`config.mk`:
```
export PLATFORM = sky130hd
export DESIGN_NAME = stream_fifo
export DESIGN_NICKNAME = d
export VERILOG_FILES = /design/src/hw/stream_fifo.sv
export SDC_FILE = /design/constraint.sdc
export NUM_CORES = 1
export LEC_CHECK = 0
export ABC_AREA = 1
export CORE_MARGIN = 5
export CORE_UTILIZATION = 37
export DETAILED_ROUTE_END_ITERATION = 6
export DONT_BUFFER_PORTS = 1
export SLEW_MARGIN = 40
export SYNTH_ARGS = -nofsm -noshare
export SYNTH_HDL_FRONTEND = slang
export SYNTH_SLANG_ARGS = --single-unit
```
`constraint.sdc`:
```
create_clock -name clk -period 2.1 [get_ports clk]
set_input_delay 0.21 -clock clk [delete_from_list [all_inputs] [get_ports clk]]
set_output_delay 0.21 -clock clk [all_outputs]
set_load 0.005 [all_outputs]
```
`src/hw/stream_fifo.sv`:
```
// Single clock show-ahead FIFO; out_data is only meaningful while out_valid is high
`timescale 1ns/10ps

module stream_fifo #(
   parameter int WIDTH = 8,
   parameter int DEPTH = 16
) (
   input  logic             clk,
   input  logic             resetn,
   input  logic [WIDTH-1:0] in_data,
   input  logic             in_valid,
   output logic             in_ready,
   output logic [WIDTH-1:0] out_data,
   output logic             out_valid,
   input  logic             out_ready
);

   // Pointer and occupancy widths
   localparam int PW = (DEPTH > 1) ? $clog2(DEPTH) : 1;
   localparam int CW = $clog2(DEPTH + 1);

   logic [WIDTH-1:0] mem [DEPTH];
   logic [PW-1:0]    wr_ptr;
   logic [PW-1:0]    rd_ptr;
   logic [CW-1:0]    count;
   logic             push;
   logic             pop;

   // Full and empty straight from the count
   assign in_ready  = (count != CW'(DEPTH));
   assign out_valid = (count != '0);
   assign push      = in_valid & in_ready;
   assign pop       = out_valid & out_ready;

   // Head word shown without waiting for a read
   assign out_data = mem[rd_ptr];

   // Storage array
   always_ff @(posedge clk) begin
      if (push) begin
         mem[wr_ptr] <= in_data;
      end
   end

   // Pointers wrap at DEPTH, which need not be a power of two
   always_ff @(posedge clk) begin
      if (!resetn) begin
         wr_ptr <= '0;
         rd_ptr <= '0;
         count  <= '0;
      end else begin
         if (push) begin
            wr_ptr <= (wr_ptr == PW'(DEPTH - 1)) ? '0 : wr_ptr + 1'b1;
         end
         if (pop) begin
            rd_ptr <= (rd_ptr == PW'(DEPTH - 1)) ? '0 : rd_ptr + 1'b1;
         end
         // Simultaneous push and pop leave the count alone
         case ({push, pop})
            2'b10:   count <= count + 1'b1;
            2'b01:   count <= count - 1'b1;
            default: count <= count;
         endcase
      end
   end

endmodule

```
==> reports/metrics.yaml <==
placed_design:
  post-dp-hpwl_um: 8580
  dp_worst_setup_slack_ns: 0.113
  port_buffers: 0
  place_congestion: 0.822
floorplanning:
  start_util: 0.375
  std_cell_rows: 47
  die-area_um2: 19500
  num_io_pins: 22
  die_y_um: 139
  core_um2: 16500
  die_w_um: 139
pwr:
  peakVddDrop_mv: 0.802
  power_w: 0.00792
  p_comb_frac: 0.232
  power_density_nw_per_um2: 1090
  clkPwrFrac: 0.339
  p_sw_w: 0.00236
  p_seq_frac: 0.429
  swShare: 0.299
  power_leakage_nw: 2.70
  p_int_w: 0.00555
critical_path:
  crit_chain: "nor2_4, nand4_1, nand2_1, inv_2, ha_4, nand2_1, nand2_2, ha_1, inv_1, nand2_2, xor2_1, o21ai_0, inv_1"
  r2r_cells: 13
  r2r-end: "count[2]"
  slowest_delay_ns: 0.36
  startpoint: "count[2]"
  setup.worst_path.end: "count[2]"
  crit_family: "simple AND/OR/NAND/NOR gates"
  cp.depth: 13
  crit_buf_inv: 3
  rrSetupSlack_ns: 0.20
  setup.worst_path.end_class: "flop"
  crit_arrival_ns: 2.21
  cp-start-kind: "flop"
  critical_path_peak_fanout: 3
  slowest_stage: "dfxtp_4"
  path_class: "flop to flop"
  reg2reg_from: "count[2]"
  cp_data_required_time_ns: 2.40
global_route:
  grt_max_degree: 49
  grt-ovfl-total: 0
  track_usage: 0.138
  grt_pass1_vias: 3890
  grt_pass1_wl_um: 20800
  antenna_found_initial: 0
sta:
  relSlewSlack: 0.559
  finalHoldViolCount: 0
  period_needed_ns: 1.90
  finalSetupViolCount: 0
  rsz0062_at_grt: "no"
  fin_tns_setup_ns: 0
  timing.final.max_slew_violations: 0
  max_freq_mhz: 526
  max_slew.worst_pin.slew_ns: 0.660
  fin_skew_ns: 0.00766
  finalCritPeriodShare: 0.906
  setup_ws_ns: 0.198
cts:
  ctsLongestPathBuffers: 2
  clock-sinks: 145
  numCtsBuffers: 17
  h-tree-depth: 4
  cts_setup_buffers: 0
  clk_pin_slew_worst_paths_ns: 0.06
  insertion_delay_ns: 0.41
  cts_tree: "yes"
  root_buffer: "clkbuf_16"
final_layout:
  final_layout_size_suffix_gt1_frac: 0.144
  layout_commonest_cell: "edfxtp_1"
  final_cell_mix: "128 x edfxtp_1, 81 x inv_1, 72 x nand2_1, 56 x nand3_1, 41 x a21oi_1"
  final_nets: 600
  diodes: 0
  syn2layout_area_growth_pct: 17.3
  utilization: 0.440
logic_synthesis:
  syn_area_per_cell_um2: 11.4
  synth_top_area_share: 0.619
  syn-cell-area_um2: 6200
  ys_seq_area_frac: 0.674
  ys_ff_latch: 145
  synth_cells: 545
  yosysUniqueCellTypes: 27
  ys_top_cells_by_area: "edfxtp_1 62%, dfxtp_1 5.5%, inv_1 5.0%, nand3_1 4.7%, nand2_1 4.5%"
  netlist.top_cell.by_area: "edfxtp_1"
  synth_fp_nets: 565
  synth_warnings: 0
drt:
  dr.pass1.iters: 4
  vias: 4035
  wl_um: 13100
  drtIter0Drc: 258
  via_per_inst: 4.97
  drt.antenna.violating_nets: 0
  drc: 0
  wl_per_cell_um: 16.1
outcome:
  status: "finished clean"
worst_hold_path:
  hold_class: "primary input to flop"
job:
  drv_cap: 0
per-stage QoR:
stage,std cells,cell area (µm²),hold slack [ns]
after floorplan,545,6200,0.309
after global placement,772,6620,0.310
after detailed placement,772,6620,0.310
after CTS,812,7230,0.0435
after global routing,812,7280,0.0250
final,812,7280,0.0273
final cells by class:
class                           count  area, µm²
Sequential cell                   145       4190
Timing Repair Buffer               41        368
Clock inverter                     13       97.6
Fill cell                        1543       9250
Clock buffer                       18        429
Inverter                           84        315
Tap cell                          220        275
Multi-Input combinational cell    291       1600
worst min-delay path by stage:
stage,startpoint,endpoint,depth (start not counted)
floorplan,in_data[0],mem[0][0],0
global placement,in_data[5],mem[3][5],0
detailed placement,in_data[3],mem[1][3],0
CTS,resetn,flop,2
global route,in_valid,wr_ptr[1],2
finish,in_valid,wr_ptr[1],2
registers in the layout, summed over array words and instances (netlist names), named ones only:
register and flops:
mem 128, count 5, rd_ptr 4, wr_ptr 4
metal layers:
| layer | part of all wire | GRT usage |
|---|---|---|
| met5 | 0 | 0 |
| met4 | 0.019 | 0.0561 |
| met3 | 0.044 | 0.0322 |
| met2 | 0.48 | 0.220 |
| met1 | 0.46 | 0.184 |
synthesized netlist by cell type:
cell type and count:
buf_1 1, buf_6 4, o21ai_0 39, nand4_1 1, dfxtp_1 17, nand2_2 1, a21oi_1 41, nand3_1 58
ha_1 8, inv_1 83, edfxtp_1 128, nand3b_1 1, nand2_1 74, xnor2_1 1, nand4_2 1, xor2_1 3
nor2_2 1, o211ai_2 10, nor2_1 24, o211ai_1 22, buf_2 15, clkbuf_1 4, buf_4 1, nor3_1 3
inv_2 1, o21ai_1 2, nand2_4 1
power by group through the flow:
stage | combinational, W | clock (W) | sequential [W]
3_5_place_dp | 0.00175 | 0 | 0.00345
2_1_floorplan | 0.00137 | 0 | 0.00340
5_1_grt | 0.00207 | 0.00286 | 0.00341
6_report | 0.00184 | 0.00268 | 0.00340
4_1_cts | 0.00181 | 0.00274 | 0.00339
3_3_place_gp | 0.00171 | 0 | 0.00344
timing repair:
action / in CTS / in global routing
endpoints found under the setup margin: 0 / 3
hold endpoints to repair: 137 / 0
gates resized for setup: 0 / 13
hold buffers: 9 / 0
logic make-up after synthesis:
kind of cell	synth area share
compound gates	0.113
simple gates	0.117
xor+xnor	0.00565
flops	0.674
fa+ha+maj	0.0161
buf+inv	0.0744
Note: power is estimated with default switching activity, not from simulation.
