==> src/hw/rdma_xmit_defines.svh <==
// Fixed widths, FIFO depths and header constants. The data FIFO must hold the longest burst
`ifndef RDMA_XMIT_DEFINES_SVH
`define RDMA_XMIT_DEFINES_SVH

// ============================================================
// Bus widths
// ============================================================

// Stream and W channel width in bytes
`define RDMA_STREAM_WBYTS 64
// Target address width in bytes
`define RDMA_ADDR_WBYTS 8

// ============================================================
// Buffering
// ============================================================

// Payload FIFO depth in beats
`define RDMA_DATA_FIFO_DEPTH 256
// Length and address FIFO depth in packets
`define RDMA_PKT_FIFO_DEPTH 16
// Width of the outstanding write response counter
`define RDMA_CNT_W 16

// ============================================================
// Fixed header fields
// ============================================================

`define RDMA_SRC_MAC_LO 8'h02
// 10.1.1.2
`define RDMA_SRC_IP 32'h0A01_0102
// 10.1.1.255
`define RDMA_DST_IP 32'h0A01_01FF
`define RDMA_UDP_SRC_PORT 16'd1000
// Must match the port of the receiving packet filter
`define RDMA_UDP_DST_PORT 16'd32002
`define RDMA_MAGIC 16'h0122

// Header lengths in bytes
`define IP_HDR_LEN 20
`define UDP_HDR_LEN 8
`define RDMA_HDR_LEN 22

`endif

==> src/hw/bresp_tracker.sv <==
// Always answers OKAY; counter wraps beyond 2**RDMA_CNT_W-1 unanswered bursts
`timescale 1ns/10ps
`include "rdma_xmit_defines.svh"

module bresp_tracker (
   input  logic       clk,
   input  logic       resetn,
   input  logic       burst_done,
   input  logic       bready,
   output logic       bvalid,
   output logic [1:0] bresp
);

   // Bursts completed but not yet answered
   logic [`RDMA_CNT_W-1:0] owed;
   logic                   b_fire;

   assign bvalid = (owed != '0);
   assign b_fire = bvalid & bready;

   // OKAY
   assign bresp = 2'b00;

   always_ff @(posedge clk) begin
      if (!resetn) begin
         owed <= '0;
      end else begin
         // New burst and a response in the same cycle cancel out
         case ({burst_done, b_fire})
            2'b10:   owed <= owed + 1'b1;
            2'b01:   owed <= owed - 1'b1;
            default: owed <= owed;
         endcase
      end
   end

endmodule

==> config.mk <==
export PLATFORM = sky130hd
export DESIGN_NAME = bresp_tracker
export DESIGN_NICKNAME = d
export VERILOG_FILES = /design/src/hw/bresp_tracker.sv
export VERILOG_INCLUDE_DIRS = /design/src /design/src/hw
export SDC_FILE = /design/constraint.sdc
export NUM_CORES = 1
export LEC_CHECK = 0
export BUFFER_PORTS_ARGS = -buffer_cell sky130_fd_sc_hd__buf_4
export CAP_MARGIN = 15
export CORE_ASPECT_RATIO = 1.5
export CORE_MARGIN = 2
export CORE_UTILIZATION = 55
export DETAILED_ROUTE_END_ITERATION = 8
export PLACE_DENSITY = 0.83
export SYNTH_ARGS = -nofsm -noshare
export SYNTH_HDL_FRONTEND = slang
export SYNTH_SLANG_ARGS = --single-unit
==> constraint.sdc <==
create_clock -name clk -period 4.6 [get_ports clk]
set_clock_uncertainty 0.2 [all_clocks]
set_input_delay 0.23 -clock clk [delete_from_list [all_inputs] [get_ports clk]]
set_output_delay 0.23 -clock clk [all_outputs]
set_load 0.02 [all_outputs]
==> impl_metrics.env <==
export IMPL_largest_registers="owed (16)"
export IMPL_postSynthAreaPerCell_sq_um=8.31
export IMPL_power_switching_share=0.491
export IMPL_power_per_cell_area_nw_per_um2=752
export IMPL_cp_endpoint_kind="flip-flop"
export IMPL_cts_repair_timing_setup_buffer_count=0
export IMPL_critical_path_max_stage_delay_ns=0.53
export IMPL_post_synth_and_or_nand_nor_area_fraction=0.240
export IMPL_grt_antenna_before_repair=0
export IMPL_final_net_count=193
export IMPL_synthFlopType="dfxtp_1"
export IMPL_core_region_area_sq_um=2450
export IMPL_xor_and_xnor_area_share_after_synthesis=0.0490
export IMPL_synthMostInstantiatedCell="dfxtp_1"
export IMPL_peakVddDrop_mv=0.436
export IMPL_netlist_area_sq_um=1430
export IMPL_row_count=22
export IMPL_leakage_uw=0.000656
export IMPL_post_route_worst_setup_slack_ns=0.742
export IMPL_setup_violations=0
export IMPL_total_switching_power_uw=546
export IMPL_die_width_um=45.6
export IMPL_clockRootBuffer="clkbuf_4"
export IMPL_total_power_uw=1110
export IMPL_ctsHtreeMaxLevel=1
export IMPL_layout_drive_gt1_share=0.0872
export IMPL_time_the_final_worst_path_needs_with_i_o_delays_and_setup_ns=3.86
export IMPL_drt_first_iter_violations=34
export IMPL_area_delta_synth_final_pct=3.50
export IMPL_synthCells=172
export IMPL_cp_cell_sequence="nor4_1 -> nand4_1 -> and2_1 -> ha_1 -> ha_1 -> a21oi_4 -> o21ai_2 -> a221o_1 -> or4_1 -> o211ai_2 -> mux2i_1"
export IMPL_clock_power_share=0.090
export IMPL_io_pins=7
export IMPL_number_of_global_route_vias_before_repair=1353
export IMPL_grt_max_degree=26
export IMPL_hold_viol=0
export IMPL_ant_nets=0
export IMPL_clock_sink_count=16
export IMPL_preCtsSetupSlack_ns=0.833
export IMPL_setup_tns_final_ns=0
export IMPL_cts_tree="yes"
export IMPL_globalplace_congestion=0.865
export IMPL_outcome="finished clean"
export IMPL_cts_made_buffers=3
export IMPL_critical_path_class="flip-flop to flip-flop"
export IMPL_synth_largest_type_area_fraction=0.224
export IMPL_grt_remaining_overflow=0
export IMPL_dp_hpwl_um=2420
export IMPL_detail_route_drc_violations=0
export IMPL_die_h_um=66.5
export IMPL_timing_final_crit_share=0.839
export IMPL_post_cts_resize_count=0
export IMPL_place_port_buffers=4
export IMPL_register_bank_with_the_most_flops="owed"
export IMPL_final_max_slew_violation_count=0
export IMPL_start_kind="flip-flop"
export IMPL_share_of_synthesized_flip_flops_with_an_asynchronous_set_or_reset=0
export IMPL_drv_max_cap_violation_count=0
export IMPL_crit_arrival_ns=3.89
export IMPL_required_ns=4.63
export IMPL_largest_register_ff_count=16
export IMPL_synth_edff_count=0
export IMPL_share_of_synthesized_area_occupied_by_flip_flops_and_latches=0.224
export IMPL_clock_fmax_ghz=0.259
export IMPL_synth_compound_area_share=0.283
export IMPL_worst_slew_pin_slew_ns=0.748
export IMPL_ys_ff_latch=16
export IMPL_vias=1298
export IMPL_yosys_area_share_adder=0.145
export IMPL_cell_family_contributing_the_most_delay_on_the_critical_path="simple AND/OR/NAND/NOR gates"
export IMPL_worst_path_most_repeated_cell="ha_1"
export IMPL_yosysWarningCount=0
export IMPL_firstDrtPassIters=4
export IMPL_setup_repair_after_global_routing_missed_its_margin="false"
export IMPL_critPathSlowestCell="ha_1"
export IMPL_most_instantiated_cells_after_synthesis="16 x dfxtp_1, 15 x ha_1, 14 x nand2_1, 12 x a21oi_1"
export IMPL_post_drt_via_cell_ratio=6.62
export IMPL_timing_max_slew_rel_slack=0.502
export IMPL_initial_core_utilization=0.584
export IMPL_power_combinational_fraction=0.671
export IMPL_synth_top_area_cell="dfxtp_1"
export IMPL_cts_hold_buffers_added=0
export IMPL_clockBufferDepth=2
export IMPL_internal_power_uw=566
export IMPL_worstHoldPathType="primary input to flip-flop"
export IMPL_synthTopCellsByArea="dfxtp_1 22%, ha_1 13%, and2_1 4.4%, a21oi_1 4.2%, a21o_1 4.2%"
export IMPL_largest_fanout_on_the_critical_path=18
export IMPL_ys_types=48
export IMPL_routed_wire_length_per_instance_um=16.7
export IMPL_dominant_combinational_cell_family_by_area_after_synthesis="compound AO/OA/AOI/OAI gates"
export IMPL_clock_insertion_delay_worst_skew_ns=0.30
export IMPL_share_seq_of_total_power=0.239
export IMPL_grt_total_usage=0.249
export IMPL_final_hold_worst_slack_ns=0.0576
export IMPL_clkSlewWorstSetupHoldPaths_ns=0.11
export IMPL_grt_pass1_wl_um=5710
export IMPL_cp_buffers_inverters=0
export IMPL_diodes=0
export IMPL_totalWireLength_um=3280
export IMPL_die_area_sq_um=3030
export IMPL_post_synth_mux_area_share=0.0140
-- layout make-up --
cell class,count,area (sq um)
inverters,3,11.3
fillers,220,970
repair buffers,4,30.0
well taps,24,30.0
clock buffers,4,36.3
flip-flops and latches,16,320
multi-input cells,145,1050
-- metal layers --
layer  part of all wire  GRT usage  vias up
met2               0.52      0.414       30
met3              0.033     0.0379       13
met4              0.031      0.103        0
li1                   -          -      645
met1               0.42      0.308      610
met5                  0          0        -
-- power by group through the flow --
stage / Sequential [uW] / Clock, uW / Combinational (uW)
3_3_place_gp: 264 / 0 / 704
3_5_place_dp: 266 / 0 / 734
2_1_floorplan: 249 / 0 / 610
6_report: 266 / 100 / 746
4_1_cts: 265 / 101 / 739
5_1_grt: 274 / 105 / 837
-- cells in the final DEF (no fill, tap or decap), types with 3 or more instances in the layout --
cell / instances
dfxtp_1: 16
nor2b_1: 4
inv_1: 3
and2_1: 10
or3_1: 3
buf_4: 4
nor2_1: 7
clkbuf_4: 3
nand3_1: 7
a21oi_1: 12
o21ai_0: 10
a21o_1: 8
nand2_1: 14
xnor2_1: 6
a22o_1: 3
a32o_1: 3
nor4_1: 4
ha_1: 15
-- worst register-to-register path, cell delays in order (launching register included) --
cell      delay [ns]
dfxtp_1         0.35
nor4_1          0.40
nand4_1         0.17
and2_1          0.20
ha_1            0.44
ha_1            0.54
a21oi_4         0.24
o21ai_2         0.08
a221o_1         0.36
or4_1           0.43
o211ai_2        0.19
mux2i_1         0.19
-- worst paths after layout --
check,start,endpoint,slack [ns],cells past startpoint
setup / recovery,owed[10],owed[15],0.74,11
hold / removal,resetn,owed[7],0.06,2
setup reg to reg,owed[10],owed[15],0.74,11
hold reg to reg,owed[15],owed[15],0.28,2
-- logic make-up (layout without fill, tap and decap cells) --
logic type	count (synthesis)	after routing
AND/OR/NAND/NOR	62	62
XOR/XNOR	8	8
multiplexers	2	2
AO/OA/AOI/OAI	55	55
buffers and inverters	12	11
other	1	2
adder cells (fa/ha/maj)	16	16
flip-flops	16	16
-- stage by stage --
stage	utilization	cell area [sq um]	std cells
6_report	0.604	1480	196
5_1_grt	0.604	1480	196
4_1_cts	0.604	1480	196
3_5_place_dp	0.589	1440	192
3_3_place_gp	0.589	1440	192
2_1_floorplan	-	1430	173
(Power assumes the default switching activity.)
