### config.mk
export PLATFORM = sky130hd
export DESIGN_NAME = rdma_header_builder
export DESIGN_NICKNAME = d
export VERILOG_FILES = /design/src/hw/rdma_xmit_pkg.sv /design/src/hw/rdma_header_builder.sv
export VERILOG_INCLUDE_DIRS = /design/src /design/src/hw
export SDC_FILE = /design/constraint.sdc
export NUM_CORES = 1
export LEC_CHECK = 0
export ABC_AREA = 1
export BUFFER_PORTS_ARGS = -buffer_cell sky130_fd_sc_hd__buf_2
export CORE_AREA = 5 5 227 229
export DETAILED_ROUTE_END_ITERATION = 8
export DIE_AREA = 0 0 232 234
export GPL_TIMING_DRIVEN = 0
export PLACE_DENSITY = 0.37
export SETUP_SLACK_MARGIN = 0.02
export SYNTH_ARGS = -nofsm -noshare
export SYNTH_HDL_FRONTEND = slang
export SYNTH_SLANG_ARGS = --single-unit
### constraint.sdc
create_clock -name vclk -period 3.7
set_clock_uncertainty 0.2 [all_clocks]
set_input_delay 0.555 -clock vclk [all_inputs]
set_output_delay 0.555 -clock vclk [all_outputs]
set_load 0.02 [all_outputs]
### src/hw/rdma_xmit_defines.svh
// Fixed widths, FIFO depths and header constants. The data FIFO must hold the longest burst
`ifndef RDMA_XMIT_DEFINES_SVH
`define RDMA_XMIT_DEFINES_SVH

// ============================================================
// Bus widths
// ============================================================

// Stream and W channel width in bytes
`define RDMA_STREAM_WBYTS 64
// Target address width in bytes
`define RDMA_ADDR_WBYTS 8

// ============================================================
// Buffering
// ============================================================

// Payload FIFO depth in beats
`define RDMA_DATA_FIFO_DEPTH 256
// Length and address FIFO depth in packets
`define RDMA_PKT_FIFO_DEPTH 16
// Width of the outstanding write response counter
`define RDMA_CNT_W 16

// ============================================================
// Fixed header fields
// ============================================================

`define RDMA_SRC_MAC_LO 8'h02
// 10.1.1.2
`define RDMA_SRC_IP 32'h0A01_0102
// 10.1.1.255
`define RDMA_DST_IP 32'h0A01_01FF
`define RDMA_UDP_SRC_PORT 16'd1000
// Must match the port of the receiving packet filter
`define RDMA_UDP_DST_PORT 16'd32002
`define RDMA_MAGIC 16'h0122

// Header lengths in bytes
`define IP_HDR_LEN 20
`define UDP_HDR_LEN 8
`define RDMA_HDR_LEN 22

`endif

### src/hw/rdma_xmit_pkg.sv
// Shared types of the RDMA transmit path; widths come from the defines header
`include "rdma_xmit_defines.svh"

package rdma_xmit_pkg;

   // ============================================================
   // Plain vectors
   // ============================================================

   // One full stream beat of payload
   typedef logic [`RDMA_STREAM_WBYTS*8-1:0] stream_data_t;

   // Byte enables for one beat
   // On the W side this carries WSTRB, on the stream side TKEEP
   typedef logic [`RDMA_STREAM_WBYTS-1:0] stream_keep_t;

   // Packet length in bytes
   typedef logic [15:0] byte_len_t;

   // Remote target address carried in the RDMA header
   typedef logic [`RDMA_ADDR_WBYTS*8-1:0] rdma_addr_t;

   // ============================================================
   // Stream beat
   // ============================================================

   // Data, byte mask and end of packet marker
   typedef struct packed {
      stream_data_t data;
      stream_keep_t keep;
      logic         last;
   } stream_beat_t;

   // ============================================================
   // Framer FSM
   // ============================================================

   // Header beat first, then payload beats until last
   typedef enum logic {
      ST_HEADER,
      ST_DATA
   } tx_state_e;

endpackage

### src/hw/rdma_header_builder.sv
// Pure combinational header; UDP checksum is sent as zero, output is little-endian by byte
`timescale 1ns/10ps
`include "rdma_xmit_defines.svh"

module rdma_header_builder (
   input  rdma_xmit_pkg::byte_len_t    pkt_len,
   input  rdma_xmit_pkg::rdma_addr_t   target_addr,
   output rdma_xmit_pkg::stream_data_t header
);

   // ============================================================
   // Fixed fields
   // ============================================================

   localparam logic [47:0] ETH_DST_MAC = 48'hFFFF_FFFF_FFFF;
   localparam logic [47:0] ETH_SRC_MAC = {40'hC4_00AD_0000, `RDMA_SRC_MAC_LO};
   localparam logic [15:0] ETH_TYPE    = 16'h0800;
   localparam logic [15:0] IP_VER_DSF  = 16'h4500;
   localparam logic [15:0] IP_ID       = 16'hDEAD;
   localparam logic [15:0] IP_FLAGS    = 16'h4000;
   localparam logic [15:0] IP_TTL_PROT = 16'h4011;
   localparam logic [31:0] SRC_IP      = `RDMA_SRC_IP;
   localparam logic [31:0] DST_IP      = `RDMA_DST_IP;

   rdma_xmit_pkg::byte_len_t    ip_len;
   rdma_xmit_pkg::byte_len_t    udp_len;
   logic [31:0]                 cs32;
   logic [15:0]                 ip_csum;
   rdma_xmit_pkg::stream_data_t hdr_be;

   // IP length covers IP, UDP and RDMA headers plus payload
   assign ip_len  = 16'(`IP_HDR_LEN + `UDP_HDR_LEN + `RDMA_HDR_LEN) + pkt_len;
   assign udp_len = 16'(`UDP_HDR_LEN + `RDMA_HDR_LEN) + pkt_len;

   // One's complement sum of the IP header with the checksum field as zero
   assign cs32 = IP_VER_DSF + IP_ID + IP_FLAGS + IP_TTL_PROT
               + SRC_IP[31:16] + SRC_IP[15:0]
               + DST_IP[31:16] + DST_IP[15:0]
               + ip_len;
   // Single fold is enough for nine words
   assign ip_csum = ~(cs32[15:0] + cs32[31:16]);

   // ============================================================
   // Header in wire order, first byte in the top bits
   // ============================================================

   assign hdr_be = {
      // Ethernet, 14 bytes
      ETH_DST_MAC, ETH_SRC_MAC, ETH_TYPE,
      // IPv4, 20 bytes
      IP_VER_DSF, ip_len, IP_ID, IP_FLAGS, IP_TTL_PROT, ip_csum,
      SRC_IP, DST_IP,
      // UDP, 8 bytes
      `RDMA_UDP_SRC_PORT, `RDMA_UDP_DST_PORT, udp_len, 16'h0000,
      // RDMA, 22 bytes with 12 reserved
      `RDMA_MAGIC, target_addr, 96'h0
   };

   // MAC sends byte 0 from bits 7 to 0, so flip the byte order
   always_comb begin
      for (int i = 0; i < `RDMA_STREAM_WBYTS; i++) begin
         header[i*8 +: 8] = hdr_be[(`RDMA_STREAM_WBYTS-1-i)*8 +: 8];
      end
   end

endmodule

==> results of run 1 <==
==> metal layers <==
metal / vias to the layer above / part of all wire (%) / track usage [%] / wire length, um
li1: 2580 / - / - / -
met1: 1972 / 37 / 6.96 / 7160
met2: 271 / 54 / 11.5 / 10400
met3: 0 / 9.2 / 1.39 / 1760
met4: 0 / 0 / 0.258 / 0
met5: - / 0 / 0 / 0
==> layout make-up <==
type / count / share of cell area [%]
Buffer: 469 / 38.4
Multi-Input combinational cell: 633 / 36.9
Timing Repair Buffer: 188 / 13.7
Tap cell: 672 / 9.13
Inverter: 44 / 1.86
==> cells in the mapped netlist (6+ instances only) <==
cell / n
nand2_2: 15
xor2_1: 20
inv_1: 35
inv_2: 9
nor2_1: 17
buf_4: 469
nand2_1: 99
nand3_1: 21
nand4_1: 13
nand3_2: 8
nor2_2: 8
ha_1: 6
==> worst max-delay path: stages <==
cell,delay [ps]
buf_12,90
ha_4,160
nand2_8,70
nand2_8,110
nand4_4,100
inv_2,80
nand2_2,60
nand2_4,90
nand2_4,60
nor2_4,150
nand3_4,100
buf_4,140
buf_4,120
buf_4,120
buf_4,120
buf_4,130
buf_4,120
buf_4,120
buf_4,120
buf_4,120
buf_4,140
nand2_4,80
nand2_1,50
nor2_1,80
nand4_1,90
nand2_1,100
buf_6,120
==> repair_timing <==
| action | in CTS | in global routing |
|---|---|---|
| resized for setup | 119 | 34 |
| setup buffers | 56 | 11 |
| pin swaps | 56 | 33 |
| setup endpoints to repair | 15 | 14 |
| gates cloned | 0 | 0 |
==> logic make-up (layout without fill, tap and decap cells) <==
kind of cell | count (synthesis) | count (layout) | synth area share [%]
other cells | 2 | 400 | 0.149
buf+inv | 513 | 701 | 73.0
xor+xnor | 24 | 24 | 4.16
compound gates | 6 | 6 | 0.644
fa+ha+maj | 7 | 7 | 1.88
simple gates | 196 | 196 | 20.1
==> power groups by stage <==
stage | Combinational [mW] | Sequential, mW | Clock [mW]
after floorplan | 1.02 | 0 | 0
after global placement | 1.21 | 0 | 0
after detailed placement | 1.21 | 0 | 0
after CTS | 1.34 | 0 | 0
after global routing | 1.49 | 0 | 0
final | 1.38 | 0 | 0
==> worst min path at each step <==
stage | start | endpoint | slack (ps)
after global placement | target_addr[19] | header[395] | 1130
after floorplan | pkt_len[0] | header[136] | 1020
final | target_addr[24] | header[384] | 1130
after CTS | target_addr[24] | header[384] | 1130
after global routing | target_addr[2] | header[410] | 1130
after detailed placement | target_addr[24] | header[384] | 1130
==> metrics.cfg, run 1 <==
[power_and_ir_drop]
p_sw_share_pct=59.8
powerDensity_nw_per_um2=150
power_switching_mw=0.824
peakVddDrop_mv=0.0590
p_leak_nw=5.44
power_mw=1.38
intPower_mw=0.553
clkPwrFrac_pct=0
share_seq_of_total_power_pct=0
power_frac_comb_pct=100.0

[detailed_routing]
first_pass_iters=4
drcViolationCount=0
routedWlPerCell_um=9.61
vias=4823
antenna_left=0
wirelength_um=19300
first_iter_violations=97
vias_per_cell=2.40

[placed_design]
place_congestion=0.708
io_buffers=127
dpl.hpwl_um=17800
place_area_um2=8120
place_ws_ps=-1460
post-place-cells=1945

[global_routing]
grt_max_degree=8
grt_usage_pct=5.92
grt_pass1_vias=4294
grt_overflow=0
antenna_found_initial=0
grt_pass1_wl_um=25200

[floorplan]
die_x_um=232
fp.dieH_um=234
core_um2=49500
initial_core_util_pct=10.2
dieArea_um2=54300
ios=592
rows=82

[sta]
setup_ws_ps=-468
fin_crit_ps=4170
worst_pin_slew_ps=524
fin_crit_sh_pct=113
hold_viol=0
rsz0062_at_grt=true
hold-worst-slack_ps=1130
fin_tns_setup_ps=-3450
clock.fmax_mhz=240
slew-limit-headroom_pct=64.9
slew_violations=0
finalSetupViolCount=10

[layout]
multi_input_area_um2=3400
antenna-diode-count=0
stdcell_count=2006
stdcell_area_um2=9210
clock_buffers=0
areaGrowthSynthToFinish_pct=82.4
final_cell_mix=buf_4 (529), conb_1 (400), buf_2 (106)
drive_above_1_share_pct=58.5
final_util_pct=18.6
layout_commonest_cell=buf_4
register_area_um2=0
nFillCells=5670
nets=1423
seq_cells=0

[logic_synthesis]
syn_area_um2=5050
synth-seq-area-share_pct=0
yosysTopAreaCell=buf_4
synthCells=748
synthTopCellsByArea=buf_4 (70%), nand2_1 (7.4%), xor2_1 (3.5%)
avgSynthCellArea_um2=6.75
synth_top_area_share_pct=69.8
synth_cell_types=23
synth_warnings=0

[setup_path]
setup.worst_path.start_class=input pin
worstPathRequired_ps=2940
endpoint_kind=primary output
startpoint=pkt_len[1]
crit_type=input pin to primary output
cp_max_fo=7
worstPathArrival_ps=3410
crit_end=header[199]

[status]
status=complete, but fails checks
violations=negative setup slack

[hold_path]
min_path_cells=2
hp-class=input pin to primary output

[job]
timing.max_cap.violations=0

[clock_network]
cts-hold-fix-buffers=0

Note: power is estimated with default switching activity, not from simulation.
==> run 2, diff against run 1 <==
--- a/config.mk
+++ b/config.mk
@@ -6,11 +6,10 @@
 export SDC_FILE = /design/constraint.sdc
 export NUM_CORES = 1
 export LEC_CHECK = 0
-export ABC_AREA = 1
 export BUFFER_PORTS_ARGS = -buffer_cell sky130_fd_sc_hd__buf_2
-export CORE_AREA = 5 5 227 229
+export CORE_AREA = 5 5 225 227
 export DETAILED_ROUTE_END_ITERATION = 8
-export DIE_AREA = 0 0 232 234
+export DIE_AREA = 0 0 230 232
 export GPL_TIMING_DRIVEN = 0
 export PLACE_DENSITY = 0.37
 export SETUP_SLACK_MARGIN = 0.02
==> run 2 against run 1 <==
Effect of this change:
- the flow still finishes with violations (negative setup slack)
- via count is 10% lower
- critical path depth shrank 6
- combinational power hardly changed
- critical endpoint unchanged
- largest power group unchanged
- highest routed layer is now met4
==> metrics.cfg, run 2 <==
[floorplan]
initial_core_util_pct=9.97
die_x_um=230
rows=81
fp.dieH_um=232
core_um2=48400
ios=592
dieArea_um2=53400

[detailed_routing]
vias=4337
drcViolationCount=0
routedWlPerCell_um=9.29
first_pass_iters=4
first_iter_violations=41
vias_per_cell=2.35
antenna_left=0
wirelength_um=17200

[power_and_ir_drop]
power_switching_mw=0.797
share_seq_of_total_power_pct=0
powerDensity_nw_per_um2=160
peakVddDrop_mv=0.0360
intPower_mw=0.574
p_leak_nw=5.00
p_sw_share_pct=58.2
clkPwrFrac_pct=0
power_frac_comb_pct=100.0

[placed_design]
io_buffers=128
place_area_um2=7880
place_congestion=0.689
place_ws_ps=-2350
dpl.hpwl_um=16300
post-place-cells=1806

[global_routing]
grt_usage_pct=5.32
grt_pass1_vias=3919
grt_overflow=0
grt_max_degree=11
grt_pass1_wl_um=22600
antenna_found_initial=4

[layout]
nFillCells=5528
layout_commonest_cell=buf_4
final_cell_mix=buf_4 (506), conb_1 (400), buf_2 (111)
register_area_um2=0
areaGrowthSynthToFinish_pct=77.6
clock_buffers=0
stdcell_count=1849
stdcell_area_um2=8580
multi_input_area_um2=3080
drive_above_1_share_pct=56.7
seq_cells=0
final_util_pct=17.7
nets=1312

[logic_synthesis]
yosysTopAreaCell=buf_4
synth.most_common_cell=buf_4
synth_common_cells=buf_4 (467), xnor2_1 (31), nor2_1 (18)
synth_top_area_share_pct=72.6
syn_area_um2=4830
avgSynthCellArea_um2=7.34
synthTopCellsByArea=buf_4 (73%), xnor2_1 (5.6%), xor2_1 (2.4%)
synth-seq-area-share_pct=0
synth_cell_types=56
synth_warnings=0
synthCells=658

[sta]
fin_crit_sh_pct=131
worst_pin_slew_ps=775
hold_viol=0
fin_crit_ps=4860
slew_violations=0
rsz0062_at_grt=true
fin_tns_setup_ps=-11740
setup_ws_ps=-1160
finalSetupViolCount=15
slew-limit-headroom_pct=48.0
clock.fmax_mhz=206

[status]
violations=negative setup slack
status=complete, but fails checks

[setup_path]
worstPathArrival_ps=4110
endpoint_kind=primary output
worstPathRequired_ps=2940
crit_type=input pin to primary output
cp_max_fo=6
setup.worst_path.start_class=input pin

[job]
timing.max_cap.violations=0

[hold_path]
hp-class=input pin to primary output

[clock_network]
cts-hold-fix-buffers=0

-- run 2: changes by cell type after synthesis, sizes merged, moves of 6 or more --
cell	change
inv	-30
xnor2	+28
nand4	-12
nand2	-104
xor2	-7
and2	+6
nor2	-12
nand3	-18
-- run 2: what timing repair did --
| action | in CTS | in global routing |
|---|---|---|
| cloned | 0 | 0 |
| endpoints found under the hold margin | 0 | 0 |
| setup endpoints to repair | 16 | 15 |
| buffers inserted | 34 | 7 |
| pin swaps | 30 | 17 |
| resized for setup | 71 | 9 |
-- run 2: power groups by stage --
stage | Combinational, mW | Clock (mW) | Sequential, mW
2_1_floorplan | 1.04 | 0 | 0
3_3_place_gp | 1.23 | 0 | 0
3_5_place_dp | 1.24 | 0 | 0
4_1_cts | 1.34 | 0 | 0
5_1_grt | 1.47 | 0 | 0
6_report | 1.37 | 0.000000145 | 0
-- run 2: area by class of cell --
class,instances,share of cell area (%)
Buffer,472,41.3
Multi-Input combinational cell,568,35.9
Timing Repair Buffer,169,13.0
Tap cell,622,9.07
Inverter,14,0.685
Antenna cell,4,0.117
-- run 2: stage by stage --
step / total power, mW / hold slack, ps
3_5_place_dp: 1.24 / 1130
5_1_grt: 1.47 / 1130
3_3_place_gp: 1.23 / 1130
6_report: 1.37 / 1130
4_1_cts: 1.34 / 1130
2_1_floorplan: 1.04 / 1020
-- run 2: metal layers --
layer	vias up	global-route usage (%)	wire length (um)
met2	250	11.3	10000
met5	-	0	0
li1	2340	-	-
met1	1745	4.82	5010
met4	0	0.0560	14
met3	2	2.34	2110
-- run 2: path summary, 6_finish.rpt --
| kind | from | to | slack, ps | depth (start not counted) |
|---|---|---|---|---|
| worst max-delay path | pkt_len[1] | header[199] | -1160 | 21 |
| worst min-delay path | target_addr[15] | header[407] | 1130 | 2 |
-- run 2: kinds of logic (layout without fill, tap and decap cells) --
logic type	count (synthesis)	in the layout	share of synthesized area [%]
buffers and inverters	488	655	74.6
xor gates and xnor gates	45	45	8.31
and+or+nand+nor	77	77	8.47
other	2	404	0.155
adders and majority gates	7	7	1.97
AOI/OAI and AO/OA	39	39	6.53
-- run 2: critical path, stage by stage --
cell	delay [ps]
buf_12	120
ha_4	160
a211o_4	360
and4_4	180
xnor2_4	230
o211ai_1	150
o211ai_1	110
buf_4	160
nand2_4	50
a21o_4	240
ha_4	260
a21o_1	90
and2_4	150
nand3_4	90
nor2_4	150
nand3_2	110
a2111oi_4	320
buf_4	190
o21ai_4	50
xnor2_2	200
buf_6	150
