===== src/hw/rdma_xmit_defines.svh =====
// Fixed widths, FIFO depths and header constants. The data FIFO must hold the longest burst
`ifndef RDMA_XMIT_DEFINES_SVH
`define RDMA_XMIT_DEFINES_SVH

// ============================================================
// Bus widths
// ============================================================

// Stream and W channel width in bytes
`define RDMA_STREAM_WBYTS 64
// Target address width in bytes
`define RDMA_ADDR_WBYTS 8

// ============================================================
// Buffering
// ============================================================

// Payload FIFO depth in beats
`define RDMA_DATA_FIFO_DEPTH 256
// Length and address FIFO depth in packets
`define RDMA_PKT_FIFO_DEPTH 16
// Width of the outstanding write response counter
`define RDMA_CNT_W 16

// ============================================================
// Fixed header fields
// ============================================================

`define RDMA_SRC_MAC_LO 8'h02
// 10.1.1.2
`define RDMA_SRC_IP 32'h0A01_0102
// 10.1.1.255
`define RDMA_DST_IP 32'h0A01_01FF
`define RDMA_UDP_SRC_PORT 16'd1000
// Must match the port of the receiving packet filter
`define RDMA_UDP_DST_PORT 16'd32002
`define RDMA_MAGIC 16'h0122

// Header lengths in bytes
`define IP_HDR_LEN 20
`define UDP_HDR_LEN 8
`define RDMA_HDR_LEN 22

`endif


===== src/hw/rdma_xmit_pkg.sv =====
// Shared types of the RDMA transmit path; widths come from the defines header
`include "rdma_xmit_defines.svh"

package rdma_xmit_pkg;

   // ============================================================
   // Plain vectors
   // ============================================================

   // One full stream beat of payload
   typedef logic [`RDMA_STREAM_WBYTS*8-1:0] stream_data_t;

   // Byte enables for one beat
   // On the W side this carries WSTRB, on the stream side TKEEP
   typedef logic [`RDMA_STREAM_WBYTS-1:0] stream_keep_t;

   // Packet length in bytes
   typedef logic [15:0] byte_len_t;

   // Remote target address carried in the RDMA header
   typedef logic [`RDMA_ADDR_WBYTS*8-1:0] rdma_addr_t;

   // ============================================================
   // Stream beat
   // ============================================================

   // Data, byte mask and end of packet marker
   typedef struct packed {
      stream_data_t data;
      stream_keep_t keep;
      logic         last;
   } stream_beat_t;

   // ============================================================
   // Framer FSM
   // ============================================================

   // Header beat first, then payload beats until last
   typedef enum logic {
      ST_HEADER,
      ST_DATA
   } tx_state_e;

endpackage


===== src/hw/wr_length_counter.sv =====
// Assumes byte-packed writes; a burst longer than the data FIFO stalls the W channel for good
`timescale 1ns/10ps
`include "rdma_xmit_defines.svh"

module wr_length_counter (
   input  logic                       clk,
   input  logic                       resetn,
   input  rdma_xmit_pkg::stream_beat_t w_beat,
   input  logic                       w_valid,
   output logic                       w_ready,
   input  logic                       data_ready,
   output logic                       data_push,
   output rdma_xmit_pkg::byte_len_t   len_data,
   output logic                       len_valid,
   input  logic                       len_ready,
   output logic                       burst_done
);

   // Bytes in one beat, 0 to 64
   logic [$clog2(`RDMA_STREAM_WBYTS):0] beat_bytes;
   // Bytes of the burst so far, not counting the current beat
   rdma_xmit_pkg::byte_len_t            acc;

   // Count set strobe bits
   always_comb begin
      beat_bytes = '0;
      for (int i = 0; i < `RDMA_STREAM_WBYTS; i++) begin
         beat_bytes = beat_bytes + w_beat.keep[i];
      end
   end

   // Accept a beat only when both FIFOs have room, so payload and length stay paired
   assign w_ready   = data_ready & len_ready;
   assign data_push = w_valid & w_ready;

   // Running total including this beat, pushed on the last one
   assign len_data   = acc + rdma_xmit_pkg::byte_len_t'(beat_bytes);
   assign len_valid  = data_push & w_beat.last;
   assign burst_done = len_valid;

   always_ff @(posedge clk) begin
      if (!resetn) begin
         acc <= '0;
      end else if (data_push) begin
         // Restart for the next burst after last
         acc <= w_beat.last ? '0 : len_data;
      end
   end

endmodule


===== config.mk =====
export PLATFORM = sky130hd
export DESIGN_NAME = wr_length_counter
export DESIGN_NICKNAME = d
export VERILOG_FILES = /design/src/hw/rdma_xmit_pkg.sv /design/src/hw/wr_length_counter.sv
export VERILOG_INCLUDE_DIRS = /design/src /design/src/hw
export SDC_FILE = /design/constraint.sdc
export NUM_CORES = 1
export LEC_CHECK = 0
export BUFFER_PORTS_ARGS = -buffer_cell sky130_fd_sc_hd__buf_4
export CORE_AREA = 2 2 233 235
export CTS_BUF_LIST = sky130_fd_sc_hd__clkbuf_16
export DETAILED_ROUTE_END_ITERATION = 8
export DIE_AREA = 0 0 235 237
export MAX_ROUTING_LAYER = met4
export PLACE_DENSITY_LB_ADDON = 0.12
export SLEW_MARGIN = 10
export SYNTH_ARGS = -nofsm -noshare
export SYNTH_HDL_FRONTEND = slang
export SYNTH_SLANG_ARGS = --single-unit

===== constraint.sdc =====
create_clock -name clk -period 8.8 [get_ports clk]
set_input_delay 0 -clock clk [delete_from_list [all_inputs] [get_ports clk]]
set_output_delay 0 -clock clk [all_outputs]
set_load 0.005 [all_outputs]

==> flow_summary.ini, run 1 <==
[critical_path]
crit_family = adder cells
crit_path_max_incr_delay_ns = 0.61
r2r_slack_ns = 2.40
crit_chain = inv_1 > fa_1 > fa_1 > fa_1 > fa_1 > fa_1 > fa_1 > fa_1 > fa_1 > inv_1 > fa_1 > a211oi_1 > nor3_2 > nor3_1 > o21a_1 > nand2b_1 > xnor2_1 > buf_4
cpMaxStageDelayCell = fa_1
critPathMaxFanout = 6
critPathRequiredTime_ns = 8.80
arrival_ns = 6.69
cp_num_buf_inv = 3
path_class = reg2out
end_kind = primary output
startpoint_type = register
crit_top_cell = fa_1

[logic_synthesis]
synthArstFlopShare_pct = 0
yosysSeqAreaShare_pct = 11.07
yosysTopAreaCellShare_pct = 38.74
synthCells = 319
syn_area_um2 = 2894
synth_nets = 985
ys_warn_count = 0
synthTopCellsByArea = fa_1 (39%), inv_1 (12%), ha_1 (12%)
synth_cell_types = 39
ys.flop_type = dfxtp_1
avgSynthCellArea_um2 = 9.072
synth-edff-count = 0
ys_ff_latch = 16
yosysTopAreaCell = fa_1

[status]
status = complete, no violations

[floorplan]
die_width_um = 235
die_h_um = 237
ioPinCount = 602
dieArea_um2 = 55700
start_util_pct = 5.431
core_area_um2 = 53280
rows = 85

[sta]
rsz0062_at_grt = no
setup_tns_ns = 0
min_period_over_period_pct = 75.97
finalSetupViolations = 0
period_needed_ns = 6.685
hold_slack_ns = 0.02871
clock_skew_ns = 0.006111
fmax_mhz = 149.6
hold_violations = 0
finalMaxSlewViolations = 0
worst_slew_pin_slew_ns = 0.7846
max_slew_margin_pct = 47.57

[final_layout]
diodes = 0
multi_input_area_um2 = 2181
num-fill-cells = 6206
seq_area_um2 = 320.3
drive_gt1_share_pct = 24.57
regMostFlops = acc
reg_top3 = acc: 16 flops
largest_reg_flops = 16
synthToLayoutAreaGrowth_pct = 54.52
finalNetCount = 1070

[detailed_routing]
drt_iter0_drc = 56
post_drt_wl_per_cell_um = 9.814
drc = 0
ant_nets = 0
firstDrtPassIters = 4
vias = 2319
wl_um = 10790
via_per_inst = 2.110

[place]
place_congestion = 0.6219
io_buffers = 89
hpwl_um = 9813

[cts]
clkLatencyLatePin_ns = 0.26
hold_buffers = 0
cts_buffer_depth = 2
cts.sinks = 16
cts-buffers-inserted = 3
tritoncts = done
cts_max_level = 1
cts_resized = 0
postCtsSetupBuffers = 0
clk_pin_slew_ns = 0.06
cts_root_buffer = clkbuf_16

[grt]
grt_util_all_layers_pct = 3.965
grt_pass1_vias = 2550
grt_overflow = 0
antenna_found_initial = 0
grt_max_degree = 21
grt_first_pass_wirelength_um = 15880

[worst_hold_path]
hold_path_class = in2reg

[flow_run]
maxCapViolCount = 0
tightest hold or removal path: stages:
cell	delay, ns
buf_4	0.11
nand2_1	0.06
o22ai_1	0.07
cells in the final DEF (no fill, tap or decap), types with 5 or more instances in the layout:
cell     count
a21oi_1     12
a22oi_1      5
buf_4       89
dfxtp_1     16
fa_1        56
ha_1        28
inv_1       94
nand2_1     13
nand3_1      9
nor2_1      15
xnor2_1      8
xor2_1       5
path summary, 6_finish.rpt:
kind | from | to | depth (start not counted)
hold reg to reg | acc[6]$_SDFFE_PN0P_ | acc[6]$_SDFFE_PN0P_ | 2
setup reg to reg | acc[0]$_SDFFE_PN0P_ | acc[12]$_SDFFE_PN0P_ | 17
hold / removal | resetn | acc[9]$_SDFFE_PN0P_ | 3
setup / recovery | acc[0]$_SDFFE_PN0P_ | len_data[12] | 18
layout make-up:
cell class / instances / area share (%)
clock inverter: 1 / 0.08394
clock buffer: 3 / 1.679
timing repair buffer: 89 / 14.94
sequential: 16 / 7.163
multi-input combinational: 200 / 48.77
tap: 696 / 19.47
inverter: 94 / 7.890
cell usage after synthesis (all sizes together), types with 3 or more instances:
library cell,n
nor2,16
nand3,9
fa,56
inv,94
a21oi,13
xor2,5
a31oi,4
clkbuf,6
o21ai,4
nor3,5
or4,4
ha,28
o211ai,4
buf,3
a21o,4
a22oi,5
o21a,3
dfxtp,16
a211oi,4
xnor2,8
nand2,13
layer usage:
metal  global-route usage, %  up-vias  part of all wire, %  routed length (um)
met1                   5.242     1114                   47                5099
met5                       -        -                    0                   0
li1                        -     1149                    -                   -
met3                  0.5479        0                  3.3                 352
met2                   6.604       56                   49                5333
met4                  0.4603        0                    0                   0
per-stage QoR:
stage / cell area (um^2) / utilization, % / cells / setup slack [ns]
2_1_floorplan: 2894 / - / 319 / 2.845
3_3_place_gp: 4393 / 8.245 / 1095 / 1.924
3_5_place_dp: 4393 / 8.245 / 1095 / 2.006
4_1_cts: 4472 / 8.393 / 1099 / 1.927
5_1_grt: 4472 / 8.393 / 1099 / 1.676
6_report: 4472 / 8.393 / 1099 / 2.115
cell families (layout without fill, tap and decap cells):
logic type / Yosys count / in the layout / synth area share, %
simple gates: 57 / 57 / 9.728
xor+xnor: 13 / 13 / 3.934
compound gates: 46 / 46 / 10.85
buf+inv: 103 / 187 / 13.58
fa+ha+maj: 84 / 84 / 50.84
flops: 16 / 16 / 11.07
Power of run 1 is left out: the tool's default activity adds up to more than one toggle a clock period on the data nets, which glitch-free logic cannot reach.
==> run 2, diff against run 1 <==
--- a/config.mk
+++ b/config.mk
@@ -6,11 +6,12 @@
 export SDC_FILE = /design/constraint.sdc
 export NUM_CORES = 1
 export LEC_CHECK = 0
+export ABC_AREA = 1
 export BUFFER_PORTS_ARGS = -buffer_cell sky130_fd_sc_hd__buf_4
-export CORE_AREA = 2 2 233 235
+export CORE_AREA = 2 2 235 237
 export CTS_BUF_LIST = sky130_fd_sc_hd__clkbuf_16
 export DETAILED_ROUTE_END_ITERATION = 8
-export DIE_AREA = 0 0 235 237
+export DIE_AREA = 0 0 237 239
 export MAX_ROUTING_LAYER = met4
 export PLACE_DENSITY_LB_ADDON = 0.12
 export SLEW_MARGIN = 10
==> constraint.sdc (replaced) <==
create_clock -name clk -period 5.5 [get_ports clk]
set_input_delay 0 -clock clk [delete_from_list [all_inputs] [get_ports clk]]
set_output_delay 0 -clock clk [all_outputs]
set_load 0.005 [all_outputs]
==> flow_summary.ini, run 2 <==
[status]
status = finished, violations left
violations = negative setup slack

[detailed_routing]
wl_um = 11420
drt_iter0_drc = 30
vias = 2598
post_drt_wl_per_cell_um = 9.644
ant_nets = 0
drc = 0
firstDrtPassIters = 2
via_per_inst = 2.194

[final_layout]
largest_reg_flops = 16
diodes = 0
finalNetCount = 1147
regMostFlops = acc
seq_area_um2 = 321.6
reg_top3 = acc: 16 flops
synthToLayoutAreaGrowth_pct = 71.92
final_common_cell = inv_1
multi_input_area_um2 = 2531
most-common-layout-cells = inv_1 (111), buf_4 (91), nand2_1 (56)
drive_gt1_share_pct = 37.29
num-fill-cells = 6285

[sta]
hold_violations = 0
fin_ws_ns = -0.1422
worst_slew_pin_slew_ns = 0.7848
min_period_over_period_pct = 102.6
period_needed_ns = 5.642
clock_skew_ns = 0.001975
rsz0062_at_grt = yes
fmax_mhz = 177.2
finalMaxSlewViolations = 0
max_slew_margin_pct = 47.62
finalSetupViolations = 10

[critical_path]
cpMaxStageDelayCell = fa_2
critPathMaxFanout = 4
startpoint_type = input port
arrival_ns = 5.64
critPathRequiredTime_ns = 5.50
crit_family = adder cells
cp_num_buf_inv = 8
crit_path_max_incr_delay_ns = 0.55
crit_top_cell = fa_1
path_class = in2out
end_kind = primary output
crit_chain = buf_6 > fa_1 > inv_2 > fa_1 > inv_2 > fa_1 > inv_2 > fa_2 > fa_1 > fa_1 > fa_1 > fa_1 > fa_2 > inv_2 > fa_2 > nand3_2 > nand2_4 > buf_4 > a21oi_4 > xnor2_2 > buf_4 > buf_6

[cts]
cts_root_buffer = clkbuf_16
cts-buffers-inserted = 3
clk_pin_slew_ns = 0.06
cts_max_level = 1
cts.sinks = 16
hold_buffers = 0
clkLatencyLatePin_ns = 0.26
tritoncts = done
cts_buffer_depth = 2

[place]
place_congestion = 0.6489
io_buffers = 89
dp_slack_ns = -0.5060
hpwl_um = 10390

[logic_synthesis]
synth_common_cells = inv_1 (117), nand2_1 (72), fa_1 (56), ha_1 (28), a21oi_1 (22)
synthCells = 373
synth_nets = 1039
yosysTopAreaCellShare_pct = 37.55
yosysTopAreaCell = fa_1
ys_ff_latch = 16
synthArstFlopShare_pct = 0
yosysSeqAreaShare_pct = 10.73
ys.flop_type = dfxtp_1
syn_area_um2 = 2985
avgSynthCellArea_um2 = 8.004
synthTopCellsByArea = fa_1 (38%), inv_1 (15%), ha_1 (12%)
ys_warn_count = 0
synth_cell_types = 25
synth-edff-count = 0
synth_most_common_cell = inv_1

[floorplan]
dieArea_um2 = 56640
core_area_um2 = 54340
rows = 86
ioPinCount = 602
die_h_um = 239
start_util_pct = 5.494
die_width_um = 237

[grt]
grt_max_degree = 20
grt_overflow = 0
antenna_found_initial = 0
grt_pass1_vias = 2938
grt_util_all_layers_pct = 4.214
grt_first_pass_wirelength_um = 17260

[flow_run]
maxCapViolCount = 0

[worst_hold_path]
hold_path_class = in2reg
-- run 2: area by class of cell --
class / instances / share of cell area, %
multi-input cells: 234 / 49.32
clock buffers: 3 / 1.463
well taps: 704 / 17.16
repair buffers: 107 / 16.99
clock inverters: 1 / 0.07314
flip-flops and latches: 16 / 6.265
inverters: 119 / 8.727
-- run 2: layer usage --
layer	track usage [%]	vias to the layer above	wire length, um
met3	0.4042	5	226
met1	5.137	1277	4962
met5	-	-	0
met2	7.460	29	6111
li1	-	1287	-
met4	1.036	0	116
-- run 2: cells by family (layout without fill, tap and decap cells) --
family,count (synthesis),count (layout),share of synthesized area (%)
buf+inv,123,230,15.76
simple gates,119,119,17.69
fa+ha+maj,84,84,49.29
compound gates,24,24,4.233
flops,16,16,10.73
xor+xnor,7,7,2.305
-- run 2: path summary, 6_finish.rpt --
kind	startpoint	to	slack, ns	cells after the start
min	w_beat[0]	acc[2]$_SDFFE_PN0P_	0.13	4
max reg2reg	acc[0]$_SDFFE_PN0P_	acc[8]$_SDFFE_PN0P_	0.03	19
max	w_beat[18]	len_data[8]	-0.14	22
min reg2reg	acc[2]$_SDFFE_PN0P_	acc[2]$_SDFFE_PN0P_	0.47	2
-- run 2: timing repair --
item / in CTS / in global routing
setup buffers: 8 / 4
resized for setup: 62 / 30
pin swaps: 16 / 8
setup endpoints to repair: 25 / 27
-- run 2: worst register-to-register path: cells and delay by family, from the launching register on --
family,cells,cell delay [ns]
AND/OR/NAND/NOR,3,0.22
flip-flops,1,0.33
buffers and inverters,4,0.39
XOR/XNOR,1,0.13
AO/OA/AOI/OAI,2,0.25
adder cells (fa/ha/maj),9,4.08
-- run 2: per-stage QoR --
stage	hold WS (ns)	instance area, um^2	util [%]	TNS [ns]	std cells
finish	0.1259	5132	9.445	-0.6667	1184
global route	0.1513	5132	9.445	-5.489	1184
CTS	0.1180	5000	9.201	-1.684	1183
detailed placement	0.3392	4602	8.469	-9.879	1174
global placement	0.3438	4602	8.469	-9.580	1174
floorplan	0.07829	2985	-	0	373
Power of run 2 is left out for the same reason.
==> run 3, diff against run 2 <==
--- a/config.mk
+++ b/config.mk
@@ -6,14 +6,14 @@
 export SDC_FILE = /design/constraint.sdc
 export NUM_CORES = 1
 export LEC_CHECK = 0
-export ABC_AREA = 1
 export BUFFER_PORTS_ARGS = -buffer_cell sky130_fd_sc_hd__buf_4
-export CORE_AREA = 2 2 235 237
+export CORE_AREA = 2 2 232 234
 export CTS_BUF_LIST = sky130_fd_sc_hd__clkbuf_16
 export DETAILED_ROUTE_END_ITERATION = 8
-export DIE_AREA = 0 0 237 239
+export DIE_AREA = 0 0 234 236
 export MAX_ROUTING_LAYER = met4
 export PLACE_DENSITY_LB_ADDON = 0.12
+export RECOVER_POWER = 100
 export SLEW_MARGIN = 10
 export SYNTH_ARGS = -nofsm -noshare
 export SYNTH_HDL_FRONTEND = slang
==> flow_summary.ini, run 3 (synthesis results as in run 1) <==
[grt]
grt_max_degree = 21
grt_pass1_vias = 2723
grt_first_pass_wirelength_um = 16700
grt_overflow = 0
antenna_found_initial = 0
grt_util_all_layers_pct = 4.239

[floorplan]
die_width_um = 234
start_util_pct = 5.453
core_area_um2 = 53070
die_h_um = 236
rows = 85
ioPinCount = 602
dieArea_um2 = 55220

[worst_hold_path]
hold_path_class = in2reg
holdPathEnd = acc[9]$_SDFFE_PN0P_
holdCritStartpoint = resetn
worstHoldPathCells = 3

[cts]
tritoncts = done
cts.sinks = 16
cts_max_level = 1
cts_buffer_depth = 2
cts_root_buffer = clkbuf_16
clkLatencyLatePin_ns = 0.25
clk_pin_slew_ns = 0.06
hold_buffers = 0
cts-buffers-inserted = 3

[critical_path]
startpoint_type = input port
crit_start = w_beat[36]
reg2reg_from = acc[0]$_SDFFE_PN0P_
r2r_slack_ns = -0.50
critPathMaxFanout = 4
path_class = in2out
rr_worst_depth = 18
end_kind = primary output
arrival_ns = 6.10
rr_endpoint = acc[12]$_SDFFE_PN0P_
critPathRequiredTime_ns = 5.50

[detailed_routing]
post_drt_wl_per_cell_um = 10.04
highest_layer = met4
vias = 2431
drc = 0
via_per_inst = 2.136
wl_met1_um = 5270
met3_length_um = 370
wl_um = 11420
ant_nets = 0
firstDrtPassIters = 3
drt_iter0_drc = 74
dr_wl_met2_um = 5759

[final_layout]
diodes = 0
largest_reg_flops = 16
seq_area_um2 = 320.3
most-common-layout-cells = buf_4 (102), inv_1 (88), fa_1 (50)
drive_gt1_share_pct = 40.95
synthToLayoutAreaGrowth_pct = 78.04
reg_top3 = acc: 16 flops
final_common_cell = buf_4
final_cells = 1138
regMostFlops = acc
num-fill-cells = 6112
multi_input_area_um2 = 2486
finalNetCount = 1110

[place]
dp_slack_ns = -0.9788
io_buffers = 89
hpwl_um = 10220
dpl.cell_count = 1119
place_congestion = 0.6219

[sta]
hold_violations = 0
fin_ws_ns = -0.6020
clock_skew_ns = 0.002498
fmax_mhz = 163.9
worst_slew_pin_slew_ns = 0.9324
setup_tns_ns = -9.987
rsz0062_at_grt = yes
max_slew_margin_pct = 37.69
min_period_over_period_pct = 110.9
finalMaxSlewViolations = 0
period_needed_ns = 6.102
finalSetupViolations = 27

[flow_run]
maxCapViolCount = 0

[status]
violations = negative setup slack
status = finished, violations left
==> run 3: worst max-delay path, cell delays in order <==
cell and delay (ns):
buf_6 0.07, inv_2 0.03, fa_1 0.53, inv_1 0.06
fa_2 0.53, inv_2 0.03, fa_1 0.47, fa_1 0.57
fa_1 0.47, fa_1 0.54, fa_1 0.43, fa_1 0.53
fa_2 0.23, inv_2 0.04, fa_2 0.38, a211oi_4 0.29
nor3_4 0.08, nor3_4 0.22, o21a_4 0.20, nand2b_4 0.14
xnor2_2 0.11, buf_4 0.13
==> run 3: worst max path at each step <==
stage / cells after the start / endpoint
floorplan: 20 / acc[14]$_SDFFE_PN0P_
global placement: 22 / acc[14]$_SDFFE_PN0P_
detailed placement: 20 / acc[14]$_SDFFE_PN0P_
CTS: 23 / len_data[12]
global route: 22 / len_data[12]
finish: 22 / len_data[12]
==> run 3: final cells by class <==
cell class | instances | share of cell area [%]
multi-input cells | 200 | 48.25
inverters | 94 | 6.848
well taps | 696 | 16.90
repair buffers | 129 | 20.33
clock buffers | 3 | 1.457
flip-flops and latches | 16 | 6.217
==> run 3: through the flow <==
stage	hold WS (ns)	utilization [%]	instance area, um^2
4_1_cts	0.03796	9.296	4933
3_5_place_dp	0.3006	8.664	4598
2_1_floorplan	0.1213	-	2919
6_report	0.04141	9.709	5152
3_3_place_gp	0.3058	8.664	4598
5_1_grt	0.05919	9.709	5152
==> run 3: what timing repair did <==
item / 4_1_cts / 5_1_grt
endpoints found under the setup margin: 30 / 30
resized for setup: 37 / 39
setup buffers: 9 / 10
pin swaps: 23 / 20
==> run 3: per-layer routing <==
metal	vias up	GRT usage (%)
met1	1164	5.512
met5	-	-
met2	39	7.089
li1	1226	-
met4	0	0.4603
met3	2	0.6770
Power of run 3 is left out for the same reason.
